--- src/design/host_cmd_pkg.sv ---
package host_cmd_pkg;

  // Opcodes decoded from the host link
  localparam logic [7:0] CMD_PING   = 8'h00;
  localparam logic [7:0] CMD_WRITE  = 8'h01;
  localparam logic [7:0] CMD_READ   = 8'h02;
  localparam logic [7:0] CMD_CONFIG = 8'h03;

  // Command FSM state encoding
  localparam logic [2:0] ST_IDLE   = 3'd0;
  localparam logic [2:0] ST_PING   = 3'd1;
  localparam logic [2:0] ST_WRITE  = 3'd2;
  localparam logic [2:0] ST_READ   = 3'd3;
  localparam logic [2:0] ST_CONFIG = 3'd4;

  // Tag in the top half of a normal status header
  localparam logic [15:0] STATUS_ID_RESP = 16'hC0DE;

  // Data words carried by every CONFIG response
  localparam logic [31:0] CONFIG_LENGTH = 32'd4;

  // One outgoing FIFO word
  // The first word of a response is a status header, the rest are plain data
  typedef union packed {
    struct packed {
      logic [15:0] id;
      logic [7:0]  flags;
      // Bitwise inverse of the opcode being answered
      logic [7:0]  opcode_n;
    } hdr;
    logic [31:0] data;
  } resp_word_u;

endpackage

--- src/design/cmd_decode.sv ---
`timescale 1ns/1ps

module cmd_decode (
  input  logic        clk,
  input  logic        rst,
  input  logic [7:0]  i_command,
  input  logic [31:0] i_rw_count,
  input  logic [31:0] i_address,
  input  logic        i_command_rdy_stb,
  input  logic [31:0] i_words_taken,
  input  logic        i_send_done,
  output logic        o_master_ready,
  output logic [2:0]  o_state,
  output logic        o_drain_en,
  output logic        o_send_go,
  output logic [7:0]  o_opcode,
  output logic [31:0] o_read_size,
  output logic [31:0] o_address
);

  logic [2:0]  state;
  logic [2:0]  next_state;
  logic [31:0] r_count;
  logic        r_take_data;
  logic        r_sent;
  logic        w_accept;
  logic        w_take_new;
  logic        w_data_done;

  // Strobe only counts in IDLE and with a known opcode
  assign w_accept = i_command_rdy_stb && (state == host_cmd_pkg::ST_IDLE) &&
                    (i_command inside {host_cmd_pkg::CMD_PING, host_cmd_pkg::CMD_WRITE,
                                       host_cmd_pkg::CMD_READ, host_cmd_pkg::CMD_CONFIG});

  // WRITE always takes data, CONFIG only with a non-zero count
  assign w_take_new = (i_command == host_cmd_pkg::CMD_WRITE) ||
                      ((i_command == host_cmd_pkg::CMD_CONFIG) && (i_rw_count != '0));

  assign w_data_done = !r_take_data || (i_words_taken >= r_count);

  assign o_state    = state;
  assign o_drain_en = (state != host_cmd_pkg::ST_IDLE) && r_take_data;

  always_comb begin
    next_state = state;
    if (state == host_cmd_pkg::ST_IDLE) begin
      if (w_accept) begin
        case (i_command)
          host_cmd_pkg::CMD_PING:   next_state = host_cmd_pkg::ST_PING;
          host_cmd_pkg::CMD_WRITE:  next_state = host_cmd_pkg::ST_WRITE;
          host_cmd_pkg::CMD_READ:   next_state = host_cmd_pkg::ST_READ;
          host_cmd_pkg::CMD_CONFIG: next_state = host_cmd_pkg::ST_CONFIG;
          default:                  next_state = host_cmd_pkg::ST_IDLE;
        endcase
      end
    end else if (i_send_done) begin
      next_state = host_cmd_pkg::ST_IDLE;
    end
  end

  always_ff @(posedge clk) begin
    if (rst) begin
      state          <= host_cmd_pkg::ST_IDLE;
      o_master_ready <= 1'b0;
      o_send_go      <= 1'b0;
      r_take_data    <= 1'b0;
      r_sent         <= 1'b0;
    end else begin
      state     <= next_state;
      o_send_go <= 1'b0;
      // Ready follows the state it is entering, so it lines up with o_state
      o_master_ready <= (next_state == host_cmd_pkg::ST_IDLE) ||
                        (w_accept ? w_take_new : r_take_data);
      if (w_accept) begin
        r_take_data <= w_take_new;
        r_sent      <= 1'b0;
      end else if ((state != host_cmd_pkg::ST_IDLE) && !r_sent && w_data_done) begin
        // One response per command
        o_send_go <= 1'b1;
        r_sent    <= 1'b1;
      end
    end
  end

  // Command fields captured at acceptance
  always_ff @(posedge clk) begin
    if (w_accept) begin
      o_opcode  <= i_command;
      o_address <= i_address;
      r_count   <= i_rw_count;
      case (i_command)
        host_cmd_pkg::CMD_READ:   o_read_size <= i_rw_count;
        host_cmd_pkg::CMD_CONFIG: o_read_size <= host_cmd_pkg::CONFIG_LENGTH;
        default:                  o_read_size <= '0;
      endcase
    end
  end

endmodule

--- src/design/host_master.sv ---
`timescale 1ns/1ps

module host_master (
  input  logic                     clk,
  input  logic                     rst,
  // Host command side
  input  logic [7:0]               i_command,
  input  logic [7:0]               i_flag,
  input  logic [31:0]              i_rw_count,
  input  logic [31:0]              i_address,
  input  logic                     i_command_rdy_stb,
  output logic                     o_master_ready,
  output host_cmd_pkg::resp_word_u o_status,
  output logic                     o_status_rdy_stb,
  // Incoming ping-pong FIFO
  input  logic                     i_wpath_ready,
  input  logic [23:0]              i_wpath_packet_size,
  output logic                     o_wpath_activate,
  output logic                     o_wpath_strobe,
  // Outgoing ping-pong FIFO
  input  logic [1:0]               i_rpath_ready,
  input  logic [23:0]              i_rpath_size,
  output logic [1:0]               o_rpath_activate,
  output host_cmd_pkg::resp_word_u o_rpath_data,
  output logic                     o_rpath_strobe
);

  logic [2:0]  cmd_state;
  logic        drain_en;
  logic        send_go;
  logic        send_done;
  logic [7:0]  opcode;
  logic [31:0] read_size;
  logic [31:0] address;
  logic [31:0] words_taken;

  cmd_decode u_decode (
    .clk               (clk),
    .rst               (rst),
    .i_command         (i_command),
    .i_rw_count        (i_rw_count),
    .i_address         (i_address),
    .i_command_rdy_stb (i_command_rdy_stb),
    .i_words_taken     (words_taken),
    .i_send_done       (send_done),
    .o_master_ready    (o_master_ready),
    .o_state           (cmd_state),
    .o_drain_en        (drain_en),
    .o_send_go         (send_go),
    .o_opcode          (opcode),
    .o_read_size       (read_size),
    .o_address         (address)
  );

  write_drain u_drain (
    .clk                 (clk),
    .rst                 (rst),
    .i_drain_en          (drain_en),
    .i_wpath_ready       (i_wpath_ready),
    .i_wpath_packet_size (i_wpath_packet_size),
    .o_wpath_activate    (o_wpath_activate),
    .o_wpath_strobe      (o_wpath_strobe),
    .o_words_taken       (words_taken)
  );

  response_sender u_sender (
    .clk              (clk),
    .rst              (rst),
    .i_send_go        (send_go),
    .i_opcode         (opcode),
    .i_read_size      (read_size),
    .i_address        (address),
    .i_flag           (i_flag),
    .i_rpath_ready    (i_rpath_ready),
    .i_rpath_size     (i_rpath_size),
    .o_rpath_activate (o_rpath_activate),
    .o_rpath_data     (o_rpath_data),
    .o_rpath_strobe   (o_rpath_strobe),
    .o_status         (o_status),
    .o_status_rdy_stb (o_status_rdy_stb),
    .o_send_done      (send_done)
  );

endmodule

--- src/design/response_sender.sv ---
`timescale 1ns/1ps

module response_sender (
  input  logic                     clk,
  input  logic                     rst,
  input  logic                     i_send_go,
  input  logic [7:0]               i_opcode,
  input  logic [31:0]              i_read_size,
  input  logic [31:0]              i_address,
  input  logic [7:0]               i_flag,
  input  logic [1:0]               i_rpath_ready,
  input  logic [23:0]              i_rpath_size,
  output logic [1:0]               o_rpath_activate,
  output host_cmd_pkg::resp_word_u o_rpath_data,
  output logic                     o_rpath_strobe,
  output host_cmd_pkg::resp_word_u o_status,
  output logic                     o_status_rdy_stb,
  output logic                     o_send_done
);

  logic                     r_busy;
  logic                     r_finish;
  logic [31:0]              r_word_idx;
  logic [23:0]              r_side_count;
  logic                     w_side_active;
  logic                     w_side_full;
  logic                     w_release;
  logic                     w_emit;
  logic                     w_last;
  host_cmd_pkg::resp_word_u w_word;

  assign w_side_active = |o_rpath_activate;
  assign w_side_full   = r_side_count >= i_rpath_size;

  // Partly filled side goes back to the reader once the response is over
  assign w_release = r_finish && (r_side_count != '0);

  assign w_emit = r_busy && w_side_active && !w_side_full && !w_release;

  // Header, read size and address come before the data words
  assign w_last = r_word_idx == (i_read_size + 32'd2);

  // Word for the current index
  always_comb begin
    w_word.data = '0;
    case (r_word_idx)
      32'd0: begin
        w_word.hdr.id       = host_cmd_pkg::STATUS_ID_RESP;
        w_word.hdr.flags    = i_flag;
        w_word.hdr.opcode_n = ~i_opcode;
      end
      32'd1: begin
        w_word.data = i_read_size;
      end
      32'd2: begin
        w_word.data = i_address;
      end
      default: begin
        // Generated read data is the running data index
        w_word.data = r_word_idx - 32'd3;
      end
    endcase
  end

  always_ff @(posedge clk) begin
    if (rst) begin
      o_rpath_activate <= '0;
      o_rpath_strobe   <= 1'b0;
      o_status_rdy_stb <= 1'b0;
      o_send_done      <= 1'b0;
      r_busy           <= 1'b0;
      r_finish         <= 1'b0;
      r_word_idx       <= '0;
      r_side_count     <= '0;
    end else begin
      o_rpath_strobe   <= 1'b0;
      o_status_rdy_stb <= 1'b0;
      o_send_done      <= r_finish;
      r_finish         <= 1'b0;

      if (i_send_go) begin
        r_busy     <= 1'b1;
        r_word_idx <= '0;
      end

      // Side selection, side 0 first
      if (!w_side_active) begin
        if (|i_rpath_ready) begin
          r_side_count     <= '0;
          o_rpath_activate <= i_rpath_ready[0] ? 2'b01 : 2'b10;
        end
      end else if (w_side_full || w_release) begin
        // Full side stalls the response until another side is ready
        o_rpath_activate <= '0;
      end

      if (w_emit) begin
        o_rpath_strobe <= 1'b1;
        r_side_count   <= r_side_count + 24'd1;
        r_word_idx     <= r_word_idx + 32'd1;
        if (r_word_idx == 32'd2) begin
          o_status_rdy_stb <= 1'b1;
        end
        if (w_last) begin
          r_busy   <= 1'b0;
          r_finish <= 1'b1;
        end
      end
    end
  end

  // Outgoing word and last header
  always_ff @(posedge clk) begin
    if (w_emit) begin
      o_rpath_data <= w_word;
      if (r_word_idx == 32'd0) begin
        o_status <= w_word;
      end
    end
  end

endmodule

--- src/design/write_drain.sv ---
`timescale 1ns/1ps

module write_drain (
  input  logic        clk,
  input  logic        rst,
  input  logic        i_drain_en,
  input  logic        i_wpath_ready,
  input  logic [23:0] i_wpath_packet_size,
  output logic        o_wpath_activate,
  output logic        o_wpath_strobe,
  output logic [31:0] o_words_taken
);

  logic [23:0] r_pkt_count;
  logic [23:0] r_pkt_size;
  logic        w_claim;
  logic        w_pkt_full;
  logic        w_take;

  // Claim a buffer as soon as the producer has one
  assign w_claim = !o_wpath_activate && i_wpath_ready;

  assign w_pkt_full = r_pkt_count >= r_pkt_size;

  // One word per cycle while the packet still has words and the decoder wants them
  assign w_take = o_wpath_activate && !w_pkt_full && i_drain_en;

  always_ff @(posedge clk) begin
    if (rst) begin
      o_wpath_activate <= 1'b0;
      o_wpath_strobe   <= 1'b0;
      r_pkt_count      <= '0;
      o_words_taken    <= '0;
    end else begin
      o_wpath_strobe <= 1'b0;

      if (w_claim) begin
        o_wpath_activate <= 1'b1;
        r_pkt_count      <= '0;
      end else if (o_wpath_activate && w_pkt_full) begin
        // Whole packet taken, hand the buffer back
        o_wpath_activate <= 1'b0;
      end

      if (w_take) begin
        o_wpath_strobe <= 1'b1;
        r_pkt_count    <= r_pkt_count + 24'd1;
      end

      // Total restarts for each data-taking command
      if (!i_drain_en) begin
        o_words_taken <= '0;
      end else if (w_take) begin
        o_words_taken <= o_words_taken + 32'd1;
      end
    end
  end

  // Packet length held for the whole activation
  always_ff @(posedge clk) begin
    if (w_claim) begin
      r_pkt_size <= i_wpath_packet_size;
    end
  end

endmodule

--- config.mk ---
export PLATFORM = sky130hd
export DESIGN_NAME = host_master
export DESIGN_NICKNAME = d
export VERILOG_FILES = /design/src/design/host_cmd_pkg.sv /design/src/design/cmd_decode.sv /design/src/design/host_master.sv /design/src/design/response_sender.sv /design/src/design/write_drain.sv
export SDC_FILE = /design/constraint.sdc
export NUM_CORES = 1
export LEC_CHECK = 0
export BUFFER_PORTS_ARGS = -buffer_cell sky130_fd_sc_hd__buf_2
export CORE_MARGIN = 2
export CORE_UTILIZATION = 43
export CTS_BUF_LIST = sky130_fd_sc_hd__clkbuf_16
export DETAILED_ROUTE_END_ITERATION = 16
export PLACE_DENSITY_LB_ADDON = 0.08
export RECOVER_POWER = 50
export SYNTH_ARGS = -nofsm -noshare
export SYNTH_HDL_FRONTEND = slang
export SYNTH_SLANG_ARGS = --single-unit
--- constraint.sdc ---
create_clock -name clk -period 5.7 [get_ports clk]
set_clock_uncertainty 0.15 [all_clocks]
set_input_delay 0 -clock clk [delete_from_list [all_inputs] [get_ports clk]]
set_output_delay 0 -clock clk [all_outputs]
set_load 0.05 [all_outputs]
**Word level (Yosys, flattened, before mapping)**

Index checks and enable logic that the tools add are counted.
W data, S select, Z words.

- Register bits after elaboration: 320
- Latch bits: 0
- RAM bits: 0
- Memory bits (read-only): 0
- Input port bits: 134
- Output and inout port bits: 71
- Word-level logic and storage cells: 117
- Memories: 0

- Add/subtract/negate cells: 6
- $mul: 0
- Div/mod/pow operators: 0
- Magnitude comparators: 3
- Equality and inequality tests: 8
- Shift operators: 0
- Mux-type cells: 28
- Bitwise logic cells: 3
- Reductions and logical operators: 45

Operator list:

| kind | number |
|---|---|
| $mux W24 | 5 |
| $pmux W32 S3 | 1 |
| $add A32 B1 Y32 const B | 2 |
| $mux W32 | 2 |
| $pmux W32 S2 | 1 |
| $add A24 B1 Y24 const B | 2 |
| $ge A24 B24 Y1 | 2 |
| $add A32 B2 Y32 const B | 1 |
| $eq A32 B1 Y1 const B | 1 |
| $eq A32 B2 Y1 const B | 1 |
| $eq A32 B32 Y1 | 1 |
| $ge A32 B32 Y1 | 1 |
| $logic_not A32 Y1 | 1 |
| $reduce_bool A32 Y1 | 1 |
| $sub A32 B2 Y32 const B | 1 |
| $reduce_bool A24 Y1 | 1 |
| $eq A8 B2 Y1 const B | 2 |
| $logic_and A1 B1 Y1 | 14 |
| $pmux W3 S4 | 1 |
| $mux W1 | 11 |
| $reduce_bool A2 Y1 | 5 |
| $reduce_or A2 Y1 | 5 |
| $mux W3 | 3 |
| $eq A8 B1 Y1 const B | 1 |
| 11 further kinds | 27 |

**Logic depth before layout (Yosys ltp)**

- Depth in word-level cells: 7
- Depth in mapped cells: 13
- Gate-level depth less buffers: 11

**Hierarchy**

Synthesis repeated with hierarchy kept, for this count alone.

- Cell total of the unflattened synthesis: 1686
- Area, all modules: 17075.1 µm²

Modules (own cells, without submodules):

| module | times used | cells an instance | area each (µm²) | seq. area each (µm²) |
|---|---|---|---|---|
| response_sender | 1 | 928 | 8195.4 | 3183.1 |
| cmd_decode | 1 | 299 | 4558.1 | 3263.1 |
| write_drain | 1 | 459 | 4321.6 | 1881.8 |

**Worst setup path before layout**

No wires, ideal clock.

- Path kind: input-to-reg
- Start: in i_command[7]
- End: reg u_decode.o_master_ready
- Setup time: 119 ps
- Arrival: 4358 ps
- Setup slack: 1073 ps
- Stages on the path: 7
- Path buffers: 1
- Path through: or4_1 -> nor3_1 -> and3_1 -> clkbuf_1 -> nand2b_1 -> a21oi_1 -> nand2b_1

- Longest elaborated chain between the ends: 7
- Elaborated cells between the ends (all ways): 14
- Those cells by class: eq/ne (3); mux (4); reduce/logical (7)

Ends and longest elaborated chain:

| what | RTL line | text |
|---|---|---|
| start: declaration | host_master.sv:7 | `input logic [7:0] i_command,` |
| $eq A8 B1 Y1 (tied with other cells) | cmd_decode.sv:32, cmd_decode.sv:36, cmd_decode.sv:48 |  |
| $reduce_bool A4 Y1 | cmd_decode.sv:32 | `(i_command inside {host_cmd_pkg::CMD_PING, host_cmd_pkg::CMD_WRITE,` |
| $logic_and A1 B1 Y1 | cmd_decode.sv:31 | `assign w_accept = i_command_rdy_stb && (state == host_cmd_pkg::ST_IDLE) &&` |
| $mux W3 | cmd_decode.sv:47 | `if (w_accept) begin` |
| $mux W3 | cmd_decode.sv:46 | `if (state == host_cmd_pkg::ST_IDLE) begin` |
| $logic_not A3 Y1 | cmd_decode.sv:72 | `o_master_ready <= (next_state == host_cmd_pkg::ST_IDLE) \|\|` |
| $logic_or A1 B1 Y1 (*) | cmd_decode.sv:72 |  |
| end signal: assignment | cmd_decode.sv:72 |  |
| end: declaration | cmd_decode.sv:12 | `output logic o_master_ready,` |

Every way passes the cells marked *; elsewhere a longest branch is shown, timed or not.
A chain may end at the register's enable or synchronous reset.

==> results.md <==
- Total grt overflow: 0
- Worst setup path class: reg -> reg
- HP Class: in -> reg
- Crit-path cells: or4_1 > or3_1 > nor4_1 > and4_1 > and2_1 > nor2_1 > o21ai_0 > nand2_1
- Syn_nets: around 1900
- Reg2reg setup slack: between 1500 and 2000 ps
- Multi-input gate area: about 0.0075 sq mm
- Fin cells: between 2000 and 3000
- Total Routed Length: roughly 47000 um
- DRT iter0 DRCs: roughly 910
- Core Area: approximately 0.038 sq mm
- Reg area: 0.00833 sq mm
- Critical Path Start Type: register
- Share of the synthesized area in the top cell type: 34.8%
- Crit path buf inv count: 0
- Fin nets: between 2000 and 2500
- Final Critical Period: 4080 ps
- Layout cells sized above 1: 8.47%
- Post-CTS Setup Inserts: 0
- Critical path's top delay family: simple AND/OR/NAND/NOR gates
- IO Pins: about 200
- DP HPWL: ~34000 um
- Number of global-route vias before repair: between 10000 and 15000
- Sink Count: 320
- Netlist Area Pre-Place: approximately 0.017 sq mm
- Outcome: finished with violations
- WHS: between 20 and 30 ps
- Routability cong.: around 0.85
- RSZ-0062 raised after global routing: false
- CP max FO: 33
- Synthesized instance count: 1691
- Die ar.: between 0.04 and 0.05 sq mm
- Post-Place Cells: 2332
- Slew HR: -164%
- Routed len/inst: around 19 um
- Root buffer cell: clkbuf_16
- Slew Limit Fails: around 80
- Initial cell density of the core: between 40% and 50%
- Final ANT Viol Nets: 0
- Final setup TNS: 0 ps
- Ys async rst share: 0%
- Post-synth EDFFs: approximately 190
- Vias per cell: around 5.5
- DR vias: about 14000
- Die extent in x: 200 um
- CTS clk-pin slew, worst paths: ~60 ps
- IO buf count: ~200
- Setup Viol. Count Final: 0
- Height of the die: ~200 um
- Leak pwr: around 7.6 nW
- Layer with the highest usage: met2
- Maximum clock path buffer count: 3
- Site Rows: 71
- Seq/Total Area, Yosys: between 50% and 60%
- Commonest cells post-synth: edfxtp_1 (192), nand2_1 (141), dfxtp_1 (128), nor2_1 (122), a21oi_1 (118)
- Synth Register Bits: 320
- Initial antenna violation count: 0
- Slew @ Worst Pin: a little under 4000 ps
- Critical path endpoint category: register
- Crit-path max cell delay: ~950 ps
- Area leader, netlist: edfxtp_1
- First-pass GRT wire length: about 74000 um
- CTS buffer count: 37
- Pwr dens: about 250 mW/mm^2
- Largest net degree at the start of global routing: between 80 and 90
- Crit share post-route: a little under three quarters
- Unique masters post-synth: 69
- Max_cap viols: 1
- Final Hold Viols: 0
- H-Tree Depth: 2
- TritonCTS clock tree: yes
- Failing checks: capacitance limit, slew limit
- Fillcell total: between 3000 and 4000
- Grt met3 use: approximately 3.4%
- Most common cell in the netlist: edfxtp_1
- DRC Markers: 0
- WP data arrival: roughly 4200 ps
- Fmax: 0.245 GHz
- Post-Syn Area per Cell: around 10 sq um
- Critical Path RT: 5820 ps
- YS warnings: 0
- Met2 usage: between 30 and 40%
- Hold Buf Count CTS: approximately 110
- Worst-Skew Late Latency: 530 ps
- Post-CTS sizing: 0
- Tot GR Track Use: between 20% and 30%
- Top_reg_cell synth: edfxtp_1
- Max IR drop VDD: between 200 and 250 uV
- Most area-consuming cells after synthesis: edfxtp_1 (35%), dfxtp_1 (15%), ha_1 (6.7%)
- Area Growth Syn to Fin: 21.5%
- Met1 usage: between 30% and 40%
- Slowest CP cell: and2_1
- Drt first pass iters: 5
[final timing paths]
check,startpoint,end,depth (start not counted)
worst max-delay path,u_sender.r_word_idx[24]$_SDFFE_PP0P_,u_sender.o_rpath_data[23]$_DFFE_PP_,8
worst max register to register,u_sender.r_word_idx[24]$_SDFFE_PP0P_,u_sender.o_rpath_data[23]$_DFFE_PP_,8
worst min-delay path,i_wpath_packet_size[3],u_drain.r_pkt_size[3]$_DFFE_PP_,2
worst min register to register,u_decode.r_sent$_SDFFE_PP0P_,u_decode.r_sent$_SDFFE_PP0P_,1
[cells by family (layout without fill, tap and decap cells)]
family	Yosys count	in the layout	synth area share, %
and+or+nand+nor	652	652	20.6
xor gates and xnor gates	82	82	4.34
AOI/OAI and AO/OA	346	346	12.9
adders and majority gates	89	89	6.73
muxes	10	10	0.620
other	0	1	0
buffers and inverters	192	497	4.48
DFF	320	320	50.3
[per-stage QoR]
stage | instance area [sq um] | setup slack (ps) | utilization [%] | total power, mW
finish | 20100 | 1620 | 53.3 | 5.09
global route | 20100 | 1300 | 53.3 | 5.26
CTS | 20300 | 1580 | 53.7 | 5.15
detailed placement | 18000 | 1590 | 47.6 | 2.71
global placement | 18000 | 1660 | 47.6 | 2.71
floorplan | 16600 | 1070 | - | 2.62
[metal layers]
| metal | wire length [um] | up-vias |
|---|---|---|
| met3 | 2200 | 99 |
| met1 | 20500 | 6500 |
| li1 | - | 6742 |
| met5 | 0 | - |
| met2 | 22700 | 366 |
| met4 | 1700 | 0 |
[power breakdown]
part           switching, mW  internal [mW]
combinational          0.132          0.115
sequential            0.0103           2.46
clock                  0.959           1.42
total                   1.10           3.99
[state kept, by name, summed over array words and instances (netlist names), 2 cells and up]
register and flops:
u_decode.o_opcode 8, u_decode.o_read_size 32, u_drain.o_words_taken 32, u_sender.o_rpath_data 32
u_sender.r_word_idx 32, u_sender.o_status 32, u_decode.o_state 3, u_drain.r_pkt_size 24
u_sender.o_rpath_activate 2, u_decode.o_address 32, u_decode.r_count 32, u_sender.r_side_count 24
u_drain.r_pkt_count 24
[area by class of cell]
| type | count | area share [%] |
|---|---|---|
| Sequential cell | 320 | 41.4 |
| Inverter | 107 | 2.00 |
| Tap cell | 511 | 3.18 |
| Antenna cell | 1 | 0.0124 |
| Clock inverter | 28 | 1.15 |
| Multi-Input combinational cell | 1179 | 37.3 |
| Timing Repair Buffer | 323 | 10.1 |
| Clock buffer | 39 | 4.85 |
[worst reg2reg max path, delay by kind of cell (launching register included)]
family          cells  cell delay, ps
simple gates        7            3090
flops               1             420
compound gates      1             170
[layout by cell type, fill, tap and decap left out, types with 9 or more instances in the layout]
cell,synthesis,routed
o21ai_0,88,88
buf_4,1,9
clkbuf_1,64,119
nand4_1,42,42
and2_1,43,19
ha_1,89,89
buf_2,12,86
a22oi_1,11,11
nor4_1,29,29
clkinv_1,0,10
and4_1,10,10
nor3_1,31,30
clkbuf_16,0,39
nor2_1,122,120
nand3b_1,17,17
a21oi_1,118,118
nand3_1,74,74
and3_1,31,30
a211oi_1,9,9
dlygate4sd3_1,0,108
nand2_1,141,141
or4_1,18,18
a221oi_1,10,10
inv_1,107,114
o211ai_1,10,10
nand2b_1,14,14
and2_0,2,26
a221o_1,12,12
edfxtp_1,192,192
a31oi_1,26,26
a21o_1,14,14
or3_1,47,47
xor2_1,32,32
dfxtp_1,128,128
xnor2_1,50,50
Note: power is estimated with default switching activity, not from simulation.
